<file path="src/dbgEvent_defines.svh">
// Address width, DBSR width and DBSR bit position macros
`ifndef DBG_EVENT_DEFINES_SVH
`define DBG_EVENT_DEFINES_SVH

// ****************************************
// Widths
// ****************************************

// Instruction and data effective address width
`define DBG_ADDR_W 32
// Implemented DBSR bits
`define DBSR_W 7

// ****************************************
// DBSR bit positions
// ****************************************

`define DBSR_IAC1   0
`define DBSR_IAC2   1
`define DBSR_DAC1R  2
`define DBSR_DAC1W  3
`define DBSR_DAC2R  4
`define DBSR_DAC2W  5
// Event seen while MSR[DE] was clear
`define DBSR_IMPREC 6

`endif
</file>
<file path="src/dbgPkg.sv">
// Debug event package with compare mode, DAC size, SPR operation and DBSR types
`default_nettype none

package dbgPkg;

    `include "dbgEvent_defines.svh"

    // Address compare mode, shared by the IAC and DAC pairs
    typedef enum logic [1:0]
    {
        CMP_EXACT  = 2'b00,
        CMP_RANGE  = 2'b01,
        CMP_XRANGE = 2'b10
    } cmpModeT;

    // DAC exact match granularity
    typedef enum logic [1:0]
    {
        SIZE_BYTE = 2'b00,
        SIZE_HALF = 2'b01,
        SIZE_WORD = 2'b10,
        SIZE_LINE = 2'b11
    } dacSizeT;

    // Software access to the DBSR this cycle
    typedef enum logic [1:0]
    {
        SPR_NONE  = 2'b00,
        SPR_SET   = 2'b01,
        SPR_CLEAR = 2'b10
    } sprOpT;

    typedef logic [`DBSR_W-1:0] dbsrT;

endpackage

`default_nettype wire

</file>
<file path="src/dbgEvents.sv">
// Debug event top level joining the IAC, DAC and DBSR units
`timescale 1ns/100ps
`default_nettype none

`include "dbgEvent_defines.svh"

module dbgEvents import dbgPkg::*;
(
    input  wire logic                   clk_i,
    input  wire logic                   rstN_i,
    // Decode-stage instruction
    input  wire logic                   instrValid_i,
    input  wire logic [`DBG_ADDR_W-1:0] instrAddr_i,
    input  wire logic [`DBG_ADDR_W-1:0] iac1Addr_i,
    input  wire logic [`DBG_ADDR_W-1:0] iac2Addr_i,
    input  wire cmpModeT                iacMode_i,
    input  wire logic                   enIac1_i,
    input  wire logic                   enIac2_i,
    // Execute-stage load or store
    input  wire logic                   memValid_i,
    input  wire logic                   memWrite_i,
    input  wire logic [`DBG_ADDR_W-1:0] memAddr_i,
    input  wire logic [`DBG_ADDR_W-1:0] dac1Addr_i,
    input  wire logic [`DBG_ADDR_W-1:0] dac2Addr_i,
    input  wire cmpModeT                dacMode_i,
    input  wire dacSizeT                dac1Size_i,
    input  wire dacSizeT                dac2Size_i,
    input  wire logic                   enDac1Rd_i,
    input  wire logic                   enDac1Wr_i,
    input  wire logic                   enDac2Rd_i,
    input  wire logic                   enDac2Wr_i,
    // DBSR software access and modes
    input  wire sprOpT                  sprOp_i,
    input  wire dbsrT                   sprData_i,
    input  wire logic                   msrDE_i,
    input  wire logic                   intDbMode_i,
    input  wire logic                   extDbMode_i,
    output dbsrT                        dbsr_o,
    output logic                        summary_o,
    output logic                        dbgIntrp_o,
    output logic                        stopReq_o
);

    // Registered event pulses into the DBSR
    logic [1:0] iacEvent;
    logic [3:0] dacEvent;

    iacUnit i_iacUnit
    (
        .clk_i        (clk_i),
        .rstN_i       (rstN_i),
        .instrValid_i (instrValid_i),
        .instrAddr_i  (instrAddr_i),
        .iac1Addr_i   (iac1Addr_i),
        .iac2Addr_i   (iac2Addr_i),
        .iacMode_i    (iacMode_i),
        .enIac1_i     (enIac1_i),
        .enIac2_i     (enIac2_i),
        .iacEvent_o   (iacEvent)
    );

    dacUnit i_dacUnit
    (
        .clk_i      (clk_i),
        .rstN_i     (rstN_i),
        .memValid_i (memValid_i),
        .memWrite_i (memWrite_i),
        .memAddr_i  (memAddr_i),
        .dac1Addr_i (dac1Addr_i),
        .dac2Addr_i (dac2Addr_i),
        .dacMode_i  (dacMode_i),
        .dac1Size_i (dac1Size_i),
        .dac2Size_i (dac2Size_i),
        .enDac1Rd_i (enDac1Rd_i),
        .enDac1Wr_i (enDac1Wr_i),
        .enDac2Rd_i (enDac2Rd_i),
        .enDac2Wr_i (enDac2Wr_i),
        .dacEvent_o (dacEvent)
    );

    dbsrUnit i_dbsrUnit
    (
        .clk_i       (clk_i),
        .rstN_i      (rstN_i),
        .iacEvent_i  (iacEvent),
        .dacEvent_i  (dacEvent),
        .sprOp_i     (sprOp_i),
        .sprData_i   (sprData_i),
        .msrDE_i     (msrDE_i),
        .intDbMode_i (intDbMode_i),
        .extDbMode_i (extDbMode_i),
        .dbsr_o      (dbsr_o),
        .summary_o   (summary_o),
        .dbgIntrp_o  (dbgIntrp_o),
        .stopReq_o   (stopReq_o)
    );

endmodule

`default_nettype wire

</file>
<file path="src/dbsrUnit.sv">
// Debug status register with software set and clear, summary, interrupt and stop request
`timescale 1ns/100ps
`default_nettype none

`include "dbgEvent_defines.svh"

module dbsrUnit import dbgPkg::*;
(
    input  wire logic       clk_i,
    input  wire logic       rstN_i,
    input  wire logic [1:0] iacEvent_i,
    input  wire logic [3:0] dacEvent_i,
    input  wire sprOpT      sprOp_i,
    input  wire dbsrT       sprData_i,
    input  wire logic       msrDE_i,
    input  wire logic       intDbMode_i,
    input  wire logic       extDbMode_i,
    output dbsrT            dbsr_o,
    output logic            summary_o,
    output logic            dbgIntrp_o,
    output logic            stopReq_o
);

    dbsrT hwSet;
    dbsrT codeSet;
    dbsrT codeClr;
    dbsrT dbsrNxt;
    logic anyHwEvent;

    // ****************************************
    // Hardware set terms
    // ****************************************

    always_comb
    begin
        hwSet                = '0;
        hwSet[`DBSR_IAC1]    = iacEvent_i[0];
        hwSet[`DBSR_IAC2]    = iacEvent_i[1];
        hwSet[`DBSR_DAC1R]   = dacEvent_i[0];
        hwSet[`DBSR_DAC1W]   = dacEvent_i[1];
        hwSet[`DBSR_DAC2R]   = dacEvent_i[2];
        hwSet[`DBSR_DAC2W]   = dacEvent_i[3];
        // Event recorded while debug interrupts are masked
        hwSet[`DBSR_IMPREC]  = anyHwEvent & ~msrDE_i;
    end

    assign anyHwEvent = (|iacEvent_i) | (|dacEvent_i);

    // ****************************************
    // Software set and clear terms
    // ****************************************

    assign codeSet = (sprOp_i == SPR_SET)   ? sprData_i : '0;
    assign codeClr = (sprOp_i == SPR_CLEAR) ? sprData_i : '0;

    // Hardware ORs on last so it wins over a clear in the same cycle
    assign dbsrNxt = codeSet | (dbsr_o & ~codeClr) | hwSet;

    always_ff @(posedge clk_i or negedge rstN_i)
    begin
        if (!rstN_i)
        begin
            dbsr_o <= '0;
        end
        else
        begin
            dbsr_o <= dbsrNxt;
        end
    end

    // ****************************************
    // Summary, interrupt and stop request
    // ****************************************

    // IMPREC alone does not raise the summary
    assign summary_o  = |dbsr_o[`DBSR_DAC2W:`DBSR_IAC1];
    assign dbgIntrp_o = intDbMode_i & msrDE_i & summary_o;
    assign stopReq_o  = extDbMode_i & summary_o;

    // A cleared bit with no competing event is gone on the next cycle
    for (genvar bitIdx = 0; bitIdx < `DBSR_W; bitIdx++)
    begin : gClrChk
        assert property (@(posedge clk_i) disable iff (!rstN_i)
            (sprOp_i == SPR_CLEAR && sprData_i[bitIdx] && dbsr_o[bitIdx]
             && !hwSet[bitIdx]) |=> !dbsr_o[bitIdx])
            else $error("DBSR bit %0d survived a software clear", bitIdx);
    end

endmodule

`default_nettype wire

</file>
<file path="src/dacUnit.sv">
// Data address compare unit with size masking and writeback-stage event flags
`timescale 1ns/100ps
`default_nettype none

`include "dbgEvent_defines.svh"

module dacUnit import dbgPkg::*;
(
    input  wire logic                   clk_i,
    input  wire logic                   rstN_i,
    input  wire logic                   memValid_i,
    input  wire logic                   memWrite_i,
    input  wire logic [`DBG_ADDR_W-1:0] memAddr_i,
    input  wire logic [`DBG_ADDR_W-1:0] dac1Addr_i,
    input  wire logic [`DBG_ADDR_W-1:0] dac2Addr_i,
    input  wire cmpModeT                dacMode_i,
    input  wire dacSizeT                dac1Size_i,
    input  wire dacSizeT                dac2Size_i,
    input  wire logic                   enDac1Rd_i,
    input  wire logic                   enDac1Wr_i,
    input  wire logic                   enDac2Rd_i,
    input  wire logic                   enDac2Wr_i,
    output logic [3:0]                  dacEvent_o
);

    logic [`DBG_ADDR_W-1:0] dac1Mask;
    logic [`DBG_ADDR_W-1:0] dac2Mask;
    logic                   dac1Exact;
    logic                   dac2Exact;
    logic                   inRange;
    logic                   dac1Hit;
    logic                   dac2Hit;
    logic [3:0]             dacEventNxt;

    // Ones where address bits take part in an exact match
    function automatic logic [`DBG_ADDR_W-1:0] sizeMask(input dacSizeT size);
        logic [`DBG_ADDR_W-1:0] mask;
        mask = '1;
        case (size)
            SIZE_HALF: mask[0]   = 1'b0;
            SIZE_WORD: mask[1:0] = 2'b00;
            // 32-byte cache line
            SIZE_LINE: mask[4:0] = 5'b00000;
            default:   mask      = '1;
        endcase
        return mask;
    endfunction

    // ****************************************
    // Execute-stage compare
    // ****************************************

    assign dac1Mask  = sizeMask(dac1Size_i);
    assign dac2Mask  = sizeMask(dac2Size_i);
    assign dac1Exact = ((memAddr_i ^ dac1Addr_i) & dac1Mask) == '0;
    assign dac2Exact = ((memAddr_i ^ dac2Addr_i) & dac2Mask) == '0;

    // Range check ignores the size setting and uses full addresses
    assign inRange = (memAddr_i >= dac1Addr_i) && (memAddr_i < dac2Addr_i);

    always_comb
    begin
        case (dacMode_i)
            CMP_EXACT:
            begin
                dac1Hit = dac1Exact;
                dac2Hit = dac2Exact;
            end
            CMP_RANGE:
            begin
                dac1Hit = inRange;
                dac2Hit = inRange;
            end
            CMP_XRANGE:
            begin
                dac1Hit = ~inRange;
                dac2Hit = ~inRange;
            end
            default:
            begin
                dac1Hit = 1'b0;
                dac2Hit = 1'b0;
            end
        endcase
    end

    // Split by direction, then gate with each bit's own enable
    assign dacEventNxt[0] = memValid_i & dac1Hit & ~memWrite_i & enDac1Rd_i;
    assign dacEventNxt[1] = memValid_i & dac1Hit &  memWrite_i & enDac1Wr_i;
    assign dacEventNxt[2] = memValid_i & dac2Hit & ~memWrite_i & enDac2Rd_i;
    assign dacEventNxt[3] = memValid_i & dac2Hit &  memWrite_i & enDac2Wr_i;

    // ****************************************
    // Writeback-stage event flags
    // ****************************************

    always_ff @(posedge clk_i or negedge rstN_i)
    begin
        if (!rstN_i)
        begin
            dacEvent_o <= 4'b0000;
        end
        else
        begin
            dacEvent_o <= dacEventNxt;
        end
    end

    assert property (@(posedge clk_i) disable iff (!rstN_i)
        memValid_i |-> !$isunknown(memAddr_i))
        else $error("Unknown data address with memValid_i high");

    // A single access is either a load or a store
    assert property (@(posedge clk_i) disable iff (!rstN_i)
        !(dacEvent_o[0] && dacEvent_o[1]) && !(dacEvent_o[2] && dacEvent_o[3]))
        else $error("DAC read and write flags set together");

endmodule

`default_nettype wire

</file>
<file path="src/iacUnit.sv">
// Instruction address compare unit with registered execute-stage event flags
`timescale 1ns/100ps
`default_nettype none

`include "dbgEvent_defines.svh"

module iacUnit import dbgPkg::*;
(
    input  wire logic                   clk_i,
    input  wire logic                   rstN_i,
    input  wire logic                   instrValid_i,
    input  wire logic [`DBG_ADDR_W-1:0] instrAddr_i,
    input  wire logic [`DBG_ADDR_W-1:0] iac1Addr_i,
    input  wire logic [`DBG_ADDR_W-1:0] iac2Addr_i,
    input  wire cmpModeT                iacMode_i,
    input  wire logic                   enIac1_i,
    input  wire logic                   enIac2_i,
    output logic [1:0]                  iacEvent_o
);

    // Word address match per comparator
    logic       iac1Exact;
    logic       iac2Exact;
    // Address inside [IAC1, IAC2)
    logic       inRange;
    logic [1:0] cmpHit;
    logic [1:0] iacEventNxt;

    // ****************************************
    // Decode-stage compare
    // ****************************************

    // Instructions are word aligned so bits 1:0 never take part
    assign iac1Exact = instrAddr_i[`DBG_ADDR_W-1:2] == iac1Addr_i[`DBG_ADDR_W-1:2];
    assign iac2Exact = instrAddr_i[`DBG_ADDR_W-1:2] == iac2Addr_i[`DBG_ADDR_W-1:2];

    // IAC1 is the inclusive low bound, IAC2 the exclusive high bound
    assign inRange = (instrAddr_i >= iac1Addr_i) && (instrAddr_i < iac2Addr_i);

    always_comb
    begin
        case (iacMode_i)
            CMP_EXACT:
            begin
                cmpHit = {iac2Exact, iac1Exact};
            end
            // Range modes report on both comparators
            CMP_RANGE:
            begin
                cmpHit = {2{inRange}};
            end
            CMP_XRANGE:
            begin
                cmpHit = {2{~inRange}};
            end
            default:
            begin
                cmpHit = 2'b00;
            end
        endcase
    end

    // Qualify with the strobe and the per-comparator enables
    assign iacEventNxt = cmpHit & {enIac2_i, enIac1_i} & {2{instrValid_i}};

    // ****************************************
    // Execute-stage event flags
    // ****************************************

    always_ff @(posedge clk_i or negedge rstN_i)
    begin
        if (!rstN_i)
        begin
            iacEvent_o <= 2'b00;
        end
        else
        begin
            // One-cycle pulse, reloaded every cycle
            iacEvent_o <= iacEventNxt;
        end
    end

    // An execute-stage event always traces back to a decode strobe
    assert property (@(posedge clk_i) disable iff (!rstN_i)
        (|iacEvent_o) |-> $past(instrValid_i))
        else $error("IAC event without a preceding instruction strobe");

endmodule

`default_nettype wire

</file>
<file path="config.mk">
export PLATFORM = sky130hd
export DESIGN_NAME = dbgEvents
export DESIGN_NICKNAME = d
export VERILOG_FILES = /design/src/dbgPkg.sv /design/src/dbgEvents.sv /design/src/dbsrUnit.sv /design/src/dacUnit.sv /design/src/iacUnit.sv
export VERILOG_INCLUDE_DIRS = /design/src
export SDC_FILE = /design/constraint.sdc
export NUM_CORES = 1
export LEC_CHECK = 0
export BUFFER_PORTS_ARGS = -buffer_cell sky130_fd_sc_hd__buf_4
export CORE_UTILIZATION = 45
export CTS_CLUSTER_DIAMETER = 120
export DETAILED_ROUTE_END_ITERATION = 12
export PLACE_DENSITY = 0.82
export SLEW_MARGIN = 40
export SYNTH_ARGS = -nofsm -noshare
export SYNTH_HDL_FRONTEND = slang
export SYNTH_SLANG_ARGS = --single-unit
export TNS_END_PERCENT = 50
</file>
<file path="constraint.sdc">
create_clock -name clk_i -period 1.6 [get_ports clk_i]
set_input_delay 0.08 -clock clk_i [delete_from_list [all_inputs] [get_ports clk_i]]
set_output_delay 0.08 -clock clk_i [all_outputs]
set_load 0.03 [all_outputs]
</file>
# After elaboration in Yosys (flattened, before gate mapping)
# Cells that the tools add are included.
[word_totals]
ff_bits = 13
latchBits = 0
ramBits = 0
mem_bits_ro = 0
in_bits = 223
output_inout_bits = 10
elab_cells = 74
memories = 0
[op_classes]
add_sub_neg = 0
multipliers = 0
n_div = 0
n_lt_le_gt_ge = 4
n_eq_ne = 14
shifts = 0
n_mux = 11
bitwise_logic = 29
reduce_logical = 13
[ops]
columns = ["operator", "count"]
rows = [
  ["32-bit bitwise AND", 2],
  ["32-bit greater-or-equal comparator", 2],
  ["32-bit zero test", 2],
  ["32-bit < comparator", 2],
  ["32-bit bitwise XOR", 2],
  ["30-bit == test", 2],
  ["1-bit bitwise AND", 14],
  ["2-bit == test, second input constant", 7],
  ["7-bit 2-to-1 mux", 2],
  ["7-bit OR", 2],
  ["2-bit by 1-bit == test with 1-bit output, second input constant", 5],
  ["7-bit bitwise AND", 1],
  ["7-bit inverter", 1],
  ["3-bit 2-to-1 mux", 2],
  ["1-bit case mux with 3 select lines", 2],
  ["2-bit case mux with 3 select lines", 1],
  ["2-bit OR reduction", 3],
  ["3-bit OR reduction", 2],
  ["6-bit OR reduction", 1],
  ["2-bit bitwise AND", 2],
  ["2-bit zero test", 2],
  ["1-bit 2-to-1 mux", 4],
  ["1-bit inverter", 4],
  ["4-bit OR reduction", 1],
  ["other kinds (2)", 3],
]

# Longest topological paths before layout
# Gate-level depths: netlist of run 1.
[logic_depth]
ltp_word = 9
depth_mapped = 9
ltp_nobuf = 9

# Hierarchy
# From an unflattened synthesis of run 1, not the netlist that was laid out.
[hier_totals]
cells_unflattened = 544
area_unflattened_um2 = 3977.6
[by_module_without_submodules]
columns = ["mod", "n_inst", "cells_each", "area_per_inst_um2", "seq_area_each_um2"]
rows = [
  ["dacUnit", 1, 258, 1886.8, 100.1],
  ["iacUnit", 1, 242, 1712.9, 50.0],
  ["dbsrUnit", 1, 44, 377.9, 175.2],
]

# Least setup slack after synthesis of run 1
# Ideal clock, no wire load.
[synth_timing]
path_type = "input to register"
from = "input dac1Addr_i[7]"
to = "register i_dacUnit.dacEvent_o[0]"
setup_ps = 77
arrival_ps = 1901
t_required_ps = 1523
setup_slack_ps = -378
stages = 9
path_buffers = 0
path_cell_list = "inv_1 > ha_1 > a21oi_2 > o21ai_1 > a2111oi_2 > o211ai_1 > a211o_1 > a311o_1 > a21oi_1"
[synth_via]
elab_chain_cells = 7
elab_cells_between_ends = 10
cone_classes = "order compare: 1; mux: 1; bitwise: 6; reduce/logical: 2"
[synth_rtl]
columns = ["element", "line", "rtl"]
rows = [
  ["start: declaration", "dbgEvents.sv:23", "input wire logic [`DBG_ADDR_W-1:0] dac1Addr_i,"],
  ["32-bit greater-or-equal comparator / 32-bit bitwise XOR (equally long branches)", "dacUnit.sv:59, dacUnit.sv:55", ""],
  ["1-bit logical AND / 32-bit bitwise AND (equally long branches)", "dacUnit.sv:59, dacUnit.sv:55", ""],
  ["1-bit inverter / 32-bit zero test (equally long branches)", "dacUnit.sv:76, dacUnit.sv:55", ""],
  ["1-bit case mux with 3 select lines (*)", "dacUnit.sv:63", "case (dacMode_i)"],
  ["1-bit bitwise AND (*) (3 in a row)", "dacUnit.sv:88", "assign dacEventNxt[0] = memValid_i & dac1Hit & ~memWrite_i & enDac1Rd_i;"],
  ["net i_dacUnit.dacEventNxt[0]", "dacUnit.sv:33", "logic [3:0] dacEventNxt;"],
  ["end signal: assignment", "dacUnit.sv:105", "dacEvent_o <= dacEventNxt;"],
  ["end: declaration", "dacUnit.sv:23", "output logic [3:0] dacEvent_o"],
]
# The timed path passes the listed nets; every way through them passes the cells marked *.

# Worst setup path in the final report of run 1
[layout_timing]
from = "input dac2Addr_i[22]"
to = "register i_dacUnit.dacEvent_o[0]"
[layout_via]
elab_chain_cells = 7
[layout_rtl]
columns = ["element", "line", "rtl"]
rows = [
  ["start: declaration", "dbgEvents.sv:24", "input wire logic [`DBG_ADDR_W-1:0] dac2Addr_i,"],
  ["32-bit < comparator (*)", "dacUnit.sv:59", "assign inRange = (memAddr_i >= dac1Addr_i) && (memAddr_i < dac2Addr_i);"],
  ["1-bit logical AND (*)", "dacUnit.sv:59", ""],
  ["1-bit inverter", "dacUnit.sv:76", "dac1Hit = ~inRange;"],
  ["1-bit case mux with 3 select lines (*)", "dacUnit.sv:63", ""],
  ["1-bit bitwise AND (*) (3 in a row)", "dacUnit.sv:88", ""],
  ["net i_dacUnit.dacEventNxt[0]", "dacUnit.sv:33", ""],
]
# Marked as above.

==> results_dict.tcl, run 1 <==
set metrics [dict create \
    worst-slew-pin-transition_ns 0.507 \
    yosys.area.top_type "ha_1" \
    grt_first_pass_wirelength_um 22200 \
    initial_core_util 0.474 \
    synth_compound_area_frac 0.202 \
    synthAdderAreaFrac 0.402 \
    synthArstFlopShare 1.00 \
    hold_violations 0 \
    final_net_count 1196 \
    cp_slowest_stage_delay_ns 0.40 \
    drt-vias-per-instance 5.33 \
    netlist_instances 547 \
    critPathLaunch "dac2Addr_i[22]" \
    yosysTopAreaCellShare 0.402 \
    synth_flop_cell "dfrtp_1" \
    muxShareOfSynthArea 0 \
    violations "negative setup slack" \
    final-instance-count-excl-fill 950 \
    grt_max_degree 15 \
    antenna_found_initial 0 \
    n_antenna_cell 0 \
    status "finished, violations left" \
    path_cells "buf_4 > inv_8 > ha_4 > nand4_1 > nor4_4 > nand2_1 > or3_1 > o21a_1 > a311o_1 > a21oi_1" \
    seq_area_frac_synth 0.0823 \
    skew_ns 0.00203 \
    syn-num-nets 897 \
    io_pins 233 \
    cap_violations 0 \
    cts_tree "yes" \
    layout_commonest_cell "buf_4" \
    synth-simple-area-share 0.183 \
    clk_pin_slew_worst_paths_ns 0.05 \
    dp_cells 942 \
    rrSetupSlack_ns 0.23 \
    finalPower_w 0.00240 \
    grt-ovfl-total 0 \
    critPathKind "primary input to flip-flop" \
    clock_latency_ns 0.24 \
    wl_per_cell_um 15.0 \
    cp-end-kind "flip-flop" \
    die-area_um2 9170 \
    required_ns 1.76 \
    final_cell_mix "buf_4, inv_1, ha_1" \
    grt_pass1_vias 5219 \
    ff2ff_path_depth 3 \
    path_depth 10 \
    period_minus_slack_ns 1.93 \
    peakVddDrop_mv 0.253 \
    syn_to_final_growth_pct 66.1 \
    place_congestion 0.888 \
    drv_slew 0 \
    syn_area_um2 3960 \
    root_buffer "clkbuf_8" \
    synth_top_family_by_area "adder cells" \
    dr.pass1.iters 4 \
    fmax_ghz 0.518 \
    worstPathArrival_ns 2.09 \
    synth_seq_cells 13 \
    clkSinkCount 13 \
    drive_gt1_frac 0.399 \
    critical_path.top_delay_family "simple AND/OR/NAND/NOR gates" \
    ys_types 46 \
    synth_area_leaders "ha_1, inv_1, a21oi_1" \
    wl_um 14300 \
    p_per_area_nw_per_um2 366 \
    final_antenna_net_count 0 \
    ys_warn_count 0 \
    cts_buffer_depth 2 \
    p_leak_nw 3.84 \
    cts_buffers 3 \
    route.detailed.drc 0 \
    grt_usage 0.306 \
    startpoint_type "primary input" \
    drt_iter0_markers 132 \
    r2r-end "i_dbsrUnit.dbsr_o[6]" \
    vias 5062 \
    htreeDepth 1 \
    worst_hold_path_type "primary input to flip-flop" \
    slew_headroom 0.653 \
    die_y_um 95.8 \
    crit_slowest_cell "a311o_1" \
    rr_startpoint "i_dacUnit.dacEvent_o[1]" \
    setup_viol 6 \
    synth_edf_count 0 \
    rsz0062_at_grt "yes" \
    critPathMaxFanout 4 \
    coreArea_um2 8340 \
    synth_xor_area_frac 0 \
    dieWidth_um 95.8 \
    critPathBufInv 2 \
    cp-endpoint "i_dacUnit.dacEvent_o[0]" \
    dp_hpwl_um 12300 \
    rows 33 \
    syn_avg_cell_area_um2 7.23 \
    portBuffers 232 \
    final.period_utilization 1.21 \
    fin_ws_ns -0.329 \
    fill_cells 582 \
]
==> Yosys cell counts, types with 2 or more instances <==
library cell	count
or2_2	7
inv_1	138
o31ai_1	2
a21oi_1	66
o21ai_0	20
and3_1	3
nor4_1	3
o21a_1	2
or4_1	3
nand2_1	37
o211ai_1	4
nand4_1	19
nor2_1	17
a21boi_0	2
nor2b_1	5
o31a_1	2
nand3_1	18
a211oi_1	2
o21ai_1	4
nand2b_1	2
and2_1	2
nor3_1	10
or3_1	2
a221oi_1	6
a21o_1	6
and4_1	5
a2111oi_0	2
ha_1	127
o22ai_1	2
dfrtp_1	13
==> per-layer routing <==
layer,vias up,global-route usage,routed length (µm)
met5,-,0,0
met4,0,0.153,658
met3,58,0.0466,815
met2,209,0.599,7520
met1,2292,0.312,5290
li1,2503,-,-
==> sequential cells by signal, indices dropped and copies added, names as in the netlist <==
name,flops
i_dbsrUnit.dbsr_o,7
i_iacUnit.iacEvent_o,2
i_dacUnit.dacEvent_o,4
==> worst min-delay path by stage <==
stage	startpoint	to	slack, ns	cells past startpoint
after floorplan	rstN_i	i_dacUnit.dacEvent_o[0]	-0.22	0
after CTS	msrDE_i	i_dbsrUnit.dbsr_o[6]	0.05	2
after global placement	rstN_i	i_dbsrUnit.dbsr_o[6]	-0.07	1
after detailed placement	rstN_i	i_dbsrUnit.dbsr_o[1]	-0.07	1
after global routing	msrDE_i	i_dbsrUnit.dbsr_o[6]	0.06	2
final	msrDE_i	i_dbsrUnit.dbsr_o[6]	0.05	2
==> worst register-to-register path: cells and delay by family (launching register included) <==
| kind | cells | cell delay (ns) |
|---|---|---|
| flops | 1 | 0.36 |
| simple gates | 2 | 0.76 |
| compound gates | 1 | 0.12 |
==> stage by stage <==
stage               worst slack (ns)  hold WS [ns]  instance area [µm²]  TNS (ns)  utilization
floorplan                     -0.287        -0.216                 4020     -1.63            -
global placement              -0.534       -0.0733                 6330     -3.12        0.759
detailed placement            -0.607       -0.0696                 6330     -3.48        0.759
CTS                           -0.332        0.0531                 6560     -1.74        0.787
global route                  -0.429        0.0628                 6570     -2.49        0.788
finish                        -0.329        0.0502                 6570     -1.76        0.788
==> power by group <==
| part | internal [W] | switching [W] | total, W | leakage (nW) |
|---|---|---|---|---|
| combinational | 0.000935 | 0.000788 | 0.00172 | 3.65 |
| clock | 0.000172 | 0.000112 | 0.000284 | 0.0255 |
| sequential | 0.000365 | 0.0000324 | 0.000397 | 0.169 |
==> what timing repair did <==
action,CTS,global route
gates cloned,0,0
hold buffers,1,0
setup endpoints to repair,6,6
gates resized for setup,29,0
setup buffers,2,1
pin swaps,15,5
hold endpoints to repair,13,0
==> logic make-up after synthesis <==
family          after synthesis
compound gates              131
buf+inv                     139
simple gates                137
flops                        13
fa+ha+maj                   127
==> final cells by class <==
| cell class | instances | area, µm² | area share |
|---|---|---|---|
| Timing Repair Buffer | 295 | 2240 | 0.340 |
| Clock inverter | 1 | 5.00 | 0.000762 |
| Multi-Input combinational cell | 395 | 3290 | 0.501 |
| Clock buffer | 3 | 41.3 | 0.00628 |
| Tap cell | 105 | 131 | 0.0200 |
| Inverter | 138 | 541 | 0.0823 |
| Sequential cell | 13 | 325 | 0.0495 |
Power figures use the tool's default switching activity.
==> run 2, diff against run 1 <==
--- a/config.mk
+++ b/config.mk
@@ -11,6 +11,7 @@
 export CTS_CLUSTER_DIAMETER = 120
 export DETAILED_ROUTE_END_ITERATION = 12
 export PLACE_DENSITY = 0.82
+export SETUP_SLACK_MARGIN = 0.4
 export SLEW_MARGIN = 40
 export SYNTH_ARGS = -nofsm -noshare
 export SYNTH_HDL_FRONTEND = slang
==> run 2 against run 1 <==
Against the previous run: the run still ends with negative setup slack left; sequential power grew 2%; sequential share of layout area decreased by 0.32 points; fmax down 5.9%; non-clock buffer count increased by 4; critical path depth stayed put; critical path type unchanged; highest routed layer unchanged.
==> results_dict.tcl, run 2 (synthesis results as in run 1) <==
set metrics [dict create \
    status "finished, violations left" \
    violations "negative setup slack" \
    final_net_count 1200 \
    drive_gt1_frac 0.459 \
    critPathMaxFanout 4 \
    cap_violations 0 \
    vias 5333 \
    p_sw_w 0.00105 \
    critPathKind "primary input to flip-flop" \
    clkSinkCount 13 \
    grt_pass1_vias 5415 \
    ff2ff_path_depth 3 \
    post-place-ws_ns -0.684 \
    hold_end "i_dbsrUnit.dbsr_o[6]" \
    final-instance-count-excl-fill 954 \
    grt_max_degree 15 \
    whs_path_depth 2 \
    final_antenna_net_count 0 \
    root_buffer "clkbuf_8" \
    worstHoldStart "msrDE_i" \
    setup_viol 6 \
    worst_hold_path_type "primary input to flip-flop" \
    n_antenna_cell 0 \
    grt_first_pass_wirelength_um 22600 \
    grt_usage 0.313 \
    top_register "i_dbsrUnit.dbsr_o" \
    required_ns 1.77 \
    rows 33 \
    syn_to_final_growth_pct 77.5 \
    use_met1 0.315 \
    dp_hpwl_um 12400 \
    wl_per_cell_um 17.1 \
    rrSetupSlack_ns 0.33 \
    p_per_area_nw_per_um2 374 \
    layout_commonest_cell "buf_4" \
    drt_iter0_markers 177 \
    final_cell_mix "buf_4, inv_1, ha_1" \
    grtUsageMet3 0.0553 \
    top_usage_layer "met2" \
    cts_buffer_depth 2 \
    use_met2 0.604 \
    initial_core_util 0.474 \
    startpoint_type "primary input" \
    largest_reg_flops 7 \
    rr_startpoint "i_dacUnit.dacEvent_o[1]" \
    cp_slowest_stage_delay_ns 0.40 \
    rsz0062_at_grt "yes" \
    coreArea_um2 8340 \
    power_report.internal_total_w 0.00158 \
    drt-vias-per-instance 5.59 \
    final.period_utilization 1.28 \
    path_cells "buf_4 > inv_1 > ha_4 > nand2_1 > o21ai_1 > a2111oi_2 > o211ai_1 > a211o_1 > a311o_1 > a21oi_2" \
    die_y_um 95.8 \
    htreeDepth 1 \
    worstPathArrival_ns 2.22 \
    cts_tree "yes" \
    fin_ws_ns -0.451 \
    place_congestion 0.888 \
    p_leak_nw 3.89 \
    r2r-end "i_dbsrUnit.dbsr_o[6]" \
    worst-slew-pin-transition_ns 0.587 \
    clkPwrFrac 0.111 \
    top_regs "i_dbsrUnit.dbsr_o x7, i_dacUnit.dacEvent_o x4, i_iacUnit.iacEvent_o x2" \
    hold_violations 0 \
    clock_latency_ns 0.24 \
    cp-end-kind "flip-flop" \
    skew_ns 0.000678 \
    wl_um 16300 \
    grt-ovfl-total 0 \
    die-area_um2 9170 \
    dieWidth_um 95.8 \
    clk_pin_slew_worst_paths_ns 0.05 \
    peakVddDrop_mv 0.294 \
    finalPower_w 0.00263 \
    io_pins 233 \
    route.detailed.drc 0 \
    cts_buffers 3 \
    crit_slowest_cell "a311o_1" \
    period_minus_slack_ns 2.05 \
    fmax_ghz 0.488 \
    seqPwrFrac 0.153 \
    dr.pass1.iters 7 \
    combPwrFrac 0.736 \
    drv_slew 0 \
    dp_cells 944 \
    slew_headroom 0.608 \
    sw_frac_of_total 0.398 \
    fill_cells 471 \
    portBuffers 232 \
    antenna_found_initial 0 \
]
-- run 2: through the flow --
step / area [µm²] / hold slack, ns / utilization / TNS [ns]
floorplan: 4020 / -0.216 / - / -1.64
global placement: 6340 / -0.0720 / 0.761 / -3.25
detailed placement: 6340 / -0.0611 / 0.761 / -3.80
CTS: 6900 / 0.0245 / 0.828 / -1.39
global route: 7020 / 0.0482 / 0.842 / -2.64
finish: 7020 / 0.0375 / 0.842 / -2.11
-- run 2: worst max-delay path, delay by kind of cell --
kind            cells  cell delay (ns)
simple gates        1             0.06
buf+inv             2             0.28
fa+ha+maj           1             0.25
compound gates      6             1.54
-- run 2: area by class of cell --
cell class / instances / area (µm²) / area share
clock buffers: 3 / 41.3 / 0.00588
clock inverters: 1 / 5.00 / 0.000713
inverters: 138 / 548 / 0.0780
multi-input cells: 395 / 3630 / 0.516
flip-flops and latches: 13 / 325 / 0.0463
well taps: 105 / 131 / 0.0187
repair buffers: 299 / 2340 / 0.334
-- run 2: how the worst max path moves through the flow --
stage / from / to
floorplan: dac2Addr_i[22] / i_dacUnit.dacEvent_o[1]
global placement: memAddr_i[19] / i_dacUnit.dacEvent_o[3]
detailed placement: memAddr_i[21] / i_dacUnit.dacEvent_o[3]
CTS: dac1Addr_i[12] / i_dacUnit.dacEvent_o[0]
global route: memAddr_i[9] / i_dacUnit.dacEvent_o[0]
finish: dac1Addr_i[6] / i_dacUnit.dacEvent_o[2]
-- run 2: power groups by stage --
stage / combinational, W / clock, W / sequential (W)
floorplan: 0.000692 / 0 / 0.000459
global placement: 0.00157 / 0 / 0.000402
detailed placement: 0.00164 / 0 / 0.000405
CTS: 0.00180 / 0.000296 / 0.000399
global route: 0.00211 / 0.000310 / 0.000406
finish: 0.00193 / 0.000291 / 0.000403
-- run 2: per-layer routing --
metal	wire length [µm]	share of wire	vias up
li1	-	-	2520
met1	5730	0.35	2427
met2	8250	0.51	293
met3	1250	0.076	93
met4	1060	0.065	0
met5	0	0	-
-- run 2: repair_timing --
item,4_1_cts,5_1_grt
resized for setup,86,22
hold endpoints to repair,13,0
buffers inserted,5,0
endpoints found under the setup margin,10,10
hold buffers,1,0
pin swaps,49,21
==> run 3, diff against run 2 <==
==> constraint.sdc (replaced) <==
create_clock -name clk_i -period 2.1 [get_ports clk_i]
set_input_delay 0.105 -clock clk_i [delete_from_list [all_inputs] [get_ports clk_i]]
set_output_delay 0.105 -clock clk_i [all_outputs]
set_load 0.03 [all_outputs]
==> run 3 against run 2 <==
Against the previous run: the flow now finishes without violations; count of clock-buffer cells in the layout is the same; combinational power shrank 33%; clock power shrank 27%; largest cell class unchanged.
==> results_dict.tcl, run 3 (synthesis results as in run 1) <==
set metrics [dict create \
    antenna_found_initial 0 \
    wl_per_cell_um 15.5 \
    portBuffers 232 \
    worst-slew-pin-transition_ns 0.418 \
    drive_gt1_frac 0.407 \
    top_regs "i_dbsrUnit.dbsr_o x7, i_dacUnit.dacEvent_o x4, i_iacUnit.iacEvent_o x2" \
    status "completed" \
    final_core_util 0.780 \
    critical_path.top_delay_family "simple AND/OR/NAND/NOR gates" \
    cap_violations 0 \
    rsz0062_at_grt "yes" \
    tns_ns 0 \
    crit_slowest_cell "a311o_1" \
    wl_um 14100 \
    p_per_area_nw_per_um2 280 \
    largest_reg_flops 7 \
    p_leak_nw 3.65 \
    grtUsageMet3 0.0434 \
    clkPwrFrac 0.117 \
    hold_violations 0 \
    grt_usage 0.304 \
    layout_commonest_cell "buf_4" \
    die-area_um2 9170 \
    p_sw_w 0.000712 \
    combPwrFrac 0.717 \
    root_buffer "clkbuf_8" \
    skew_ns 0.00466 \
    htreeDepth 1 \
    grt_pass1_vias 5165 \
    final_net_count 1155 \
    cp-end-kind "flip-flop" \
    worstPathArrival_ns 2.15 \
    sw_frac_of_total 0.392 \
    startpoint_type "primary input" \
    drt_iter0_markers 83 \
    grt-ovfl-total 0 \
    syn_to_final_growth_pct 64.4 \
    dp_hpwl_um 11900 \
    dr.pass1.iters 4 \
    critPathLaunch "memAddr_i[23]" \
    place_congestion 0.881 \
    grt_first_pass_wirelength_um 22100 \
    use_met2 0.592 \
    finalPower_w 0.00182 \
    fin_ws_ns 0.113 \
    drt-vias-per-instance 5.41 \
    cts_buffers 3 \
    period_minus_slack_ns 1.99 \
    cts_buffer_depth 2 \
    dieWidth_um 95.8 \
    fmax_ghz 0.503 \
    final_antenna_net_count 0 \
    cp_slowest_stage_delay_ns 0.43 \
    die_y_um 95.8 \
    seqPwrFrac 0.166 \
    io_pins 233 \
    path_cells "buf_4 > ha_4 > nand4_1 > nor4_2 > nand2_1 > or3_1 > o21a_1 > a311o_1 > a21oi_1" \
    setup_viol 0 \
    rr_startpoint "i_dacUnit.dacEvent_o[1]" \
    slew_headroom 0.719 \
    drv_slew 0 \
    final.period_utilization 0.946 \
    rows 33 \
    clkSinkCount 13 \
    clk_pin_slew_worst_paths_ns 0.06 \
    post-place-ws_ns -0.154 \
    timing.hold.ws_ns 0.0820 \
    vias 4920 \
    route.detailed.drc 0 \
    top_register "i_dbsrUnit.dbsr_o" \
    worst_hold_path_type "primary input to flip-flop" \
    initial_core_util 0.474 \
    critPathMaxFanout 4 \
    power_report.internal_total_w 0.00111 \
    critPathBufInv 1 \
    grt_max_degree 15 \
    required_ns 2.26 \
    final_cell_mix "buf_4, inv_1, ha_1" \
    worstHoldStart "msrDE_i" \
    clock_latency_ns 0.24 \
    use_met1 0.321 \
    n_antenna_cell 0 \
    critPathKind "primary input to flip-flop" \
    cts_tree "yes" \
    coreArea_um2 8340 \
    peakVddDrop_mv 0.245 \
    top_usage_layer "met2" \
]
run 3: cell count changes in the layout (fill, tap and decap cells not counted), moves of 2 or more:
| cell | before | now |
|---|---|---|
| nand3_2 | 2 | 0 |
| nor4_2 | 0 | 2 |
| nand3_1 | 16 | 18 |
| buf_6 | 22 | 13 |
| a21oi_1 | 54 | 56 |
| ha_1 | 98 | 104 |
| buf_4 | 274 | 237 |
| a21oi_2 | 13 | 11 |
| ha_4 | 28 | 23 |
| nor4_4 | 2 | 0 |
| nor3_1 | 7 | 9 |
run 3: layout make-up:
| type | count | area [µm²] |
|---|---|---|
| Multi-Input combinational cell | 395 | 3470 |
| Clock buffer | 3 | 41.3 |
| Clock inverter | 1 | 5.00 |
| Tap cell | 105 | 131 |
| Inverter | 138 | 548 |
| Fill cell | 604 | 1840 |
| Timing Repair Buffer | 254 | 1980 |
| Sequential cell | 13 | 325 |
run 3: per-stage QoR:
step	instances	area [µm²]
2_1_floorplan	547	4020
3_3_place_gp	900	6010
3_5_place_dp	900	6010
4_1_cts	909	6440
5_1_grt	909	6500
6_report	909	6500
run 3: what timing repair did:
item | 4_1_cts | 5_1_grt
pin swaps | 32 | 5
hold endpoints to repair | 13 | 0
resized for setup | 66 | 13
hold buffers | 1 | 0
buffers inserted | 4 | 0
endpoints found under the setup margin | 6 | 6
run 3: power groups by stage:
stage / Combinational (W) / Clock [W] / Sequential, W
after global placement: 0.00112 / 0 / 0.000305
final: 0.00130 / 0.000213 / 0.000301
after floorplan: 0.000527 / 0 / 0.000350
after CTS: 0.00126 / 0.000216 / 0.000301
after detailed placement: 0.00117 / 0 / 0.000306
after global routing: 0.00145 / 0.000229 / 0.000304
run 3: metal layers:
layer,vias to the layer above,wire [µm]
met1,2243,5370
met5,-,0
met4,0,692
met2,194,7220
li1,2427,-
met3,56,792
run 3: path summary, 6_finish.rpt:
path,endpoint,depth (start not counted),slack [ns]
max in group asynchronous,i_dbsrUnit.dbsr_o[6],2,1.70
min in group asynchronous,i_dbsrUnit.dbsr_o[5],2,0.24
worst max register to register,i_dbsrUnit.dbsr_o[6],3,0.76
worst min register to register,i_dbsrUnit.dbsr_o[2],1,0.47
worst max-delay path,i_dacUnit.dacEvent_o[2],9,0.11
worst min-delay path,i_dbsrUnit.dbsr_o[6],2,0.08
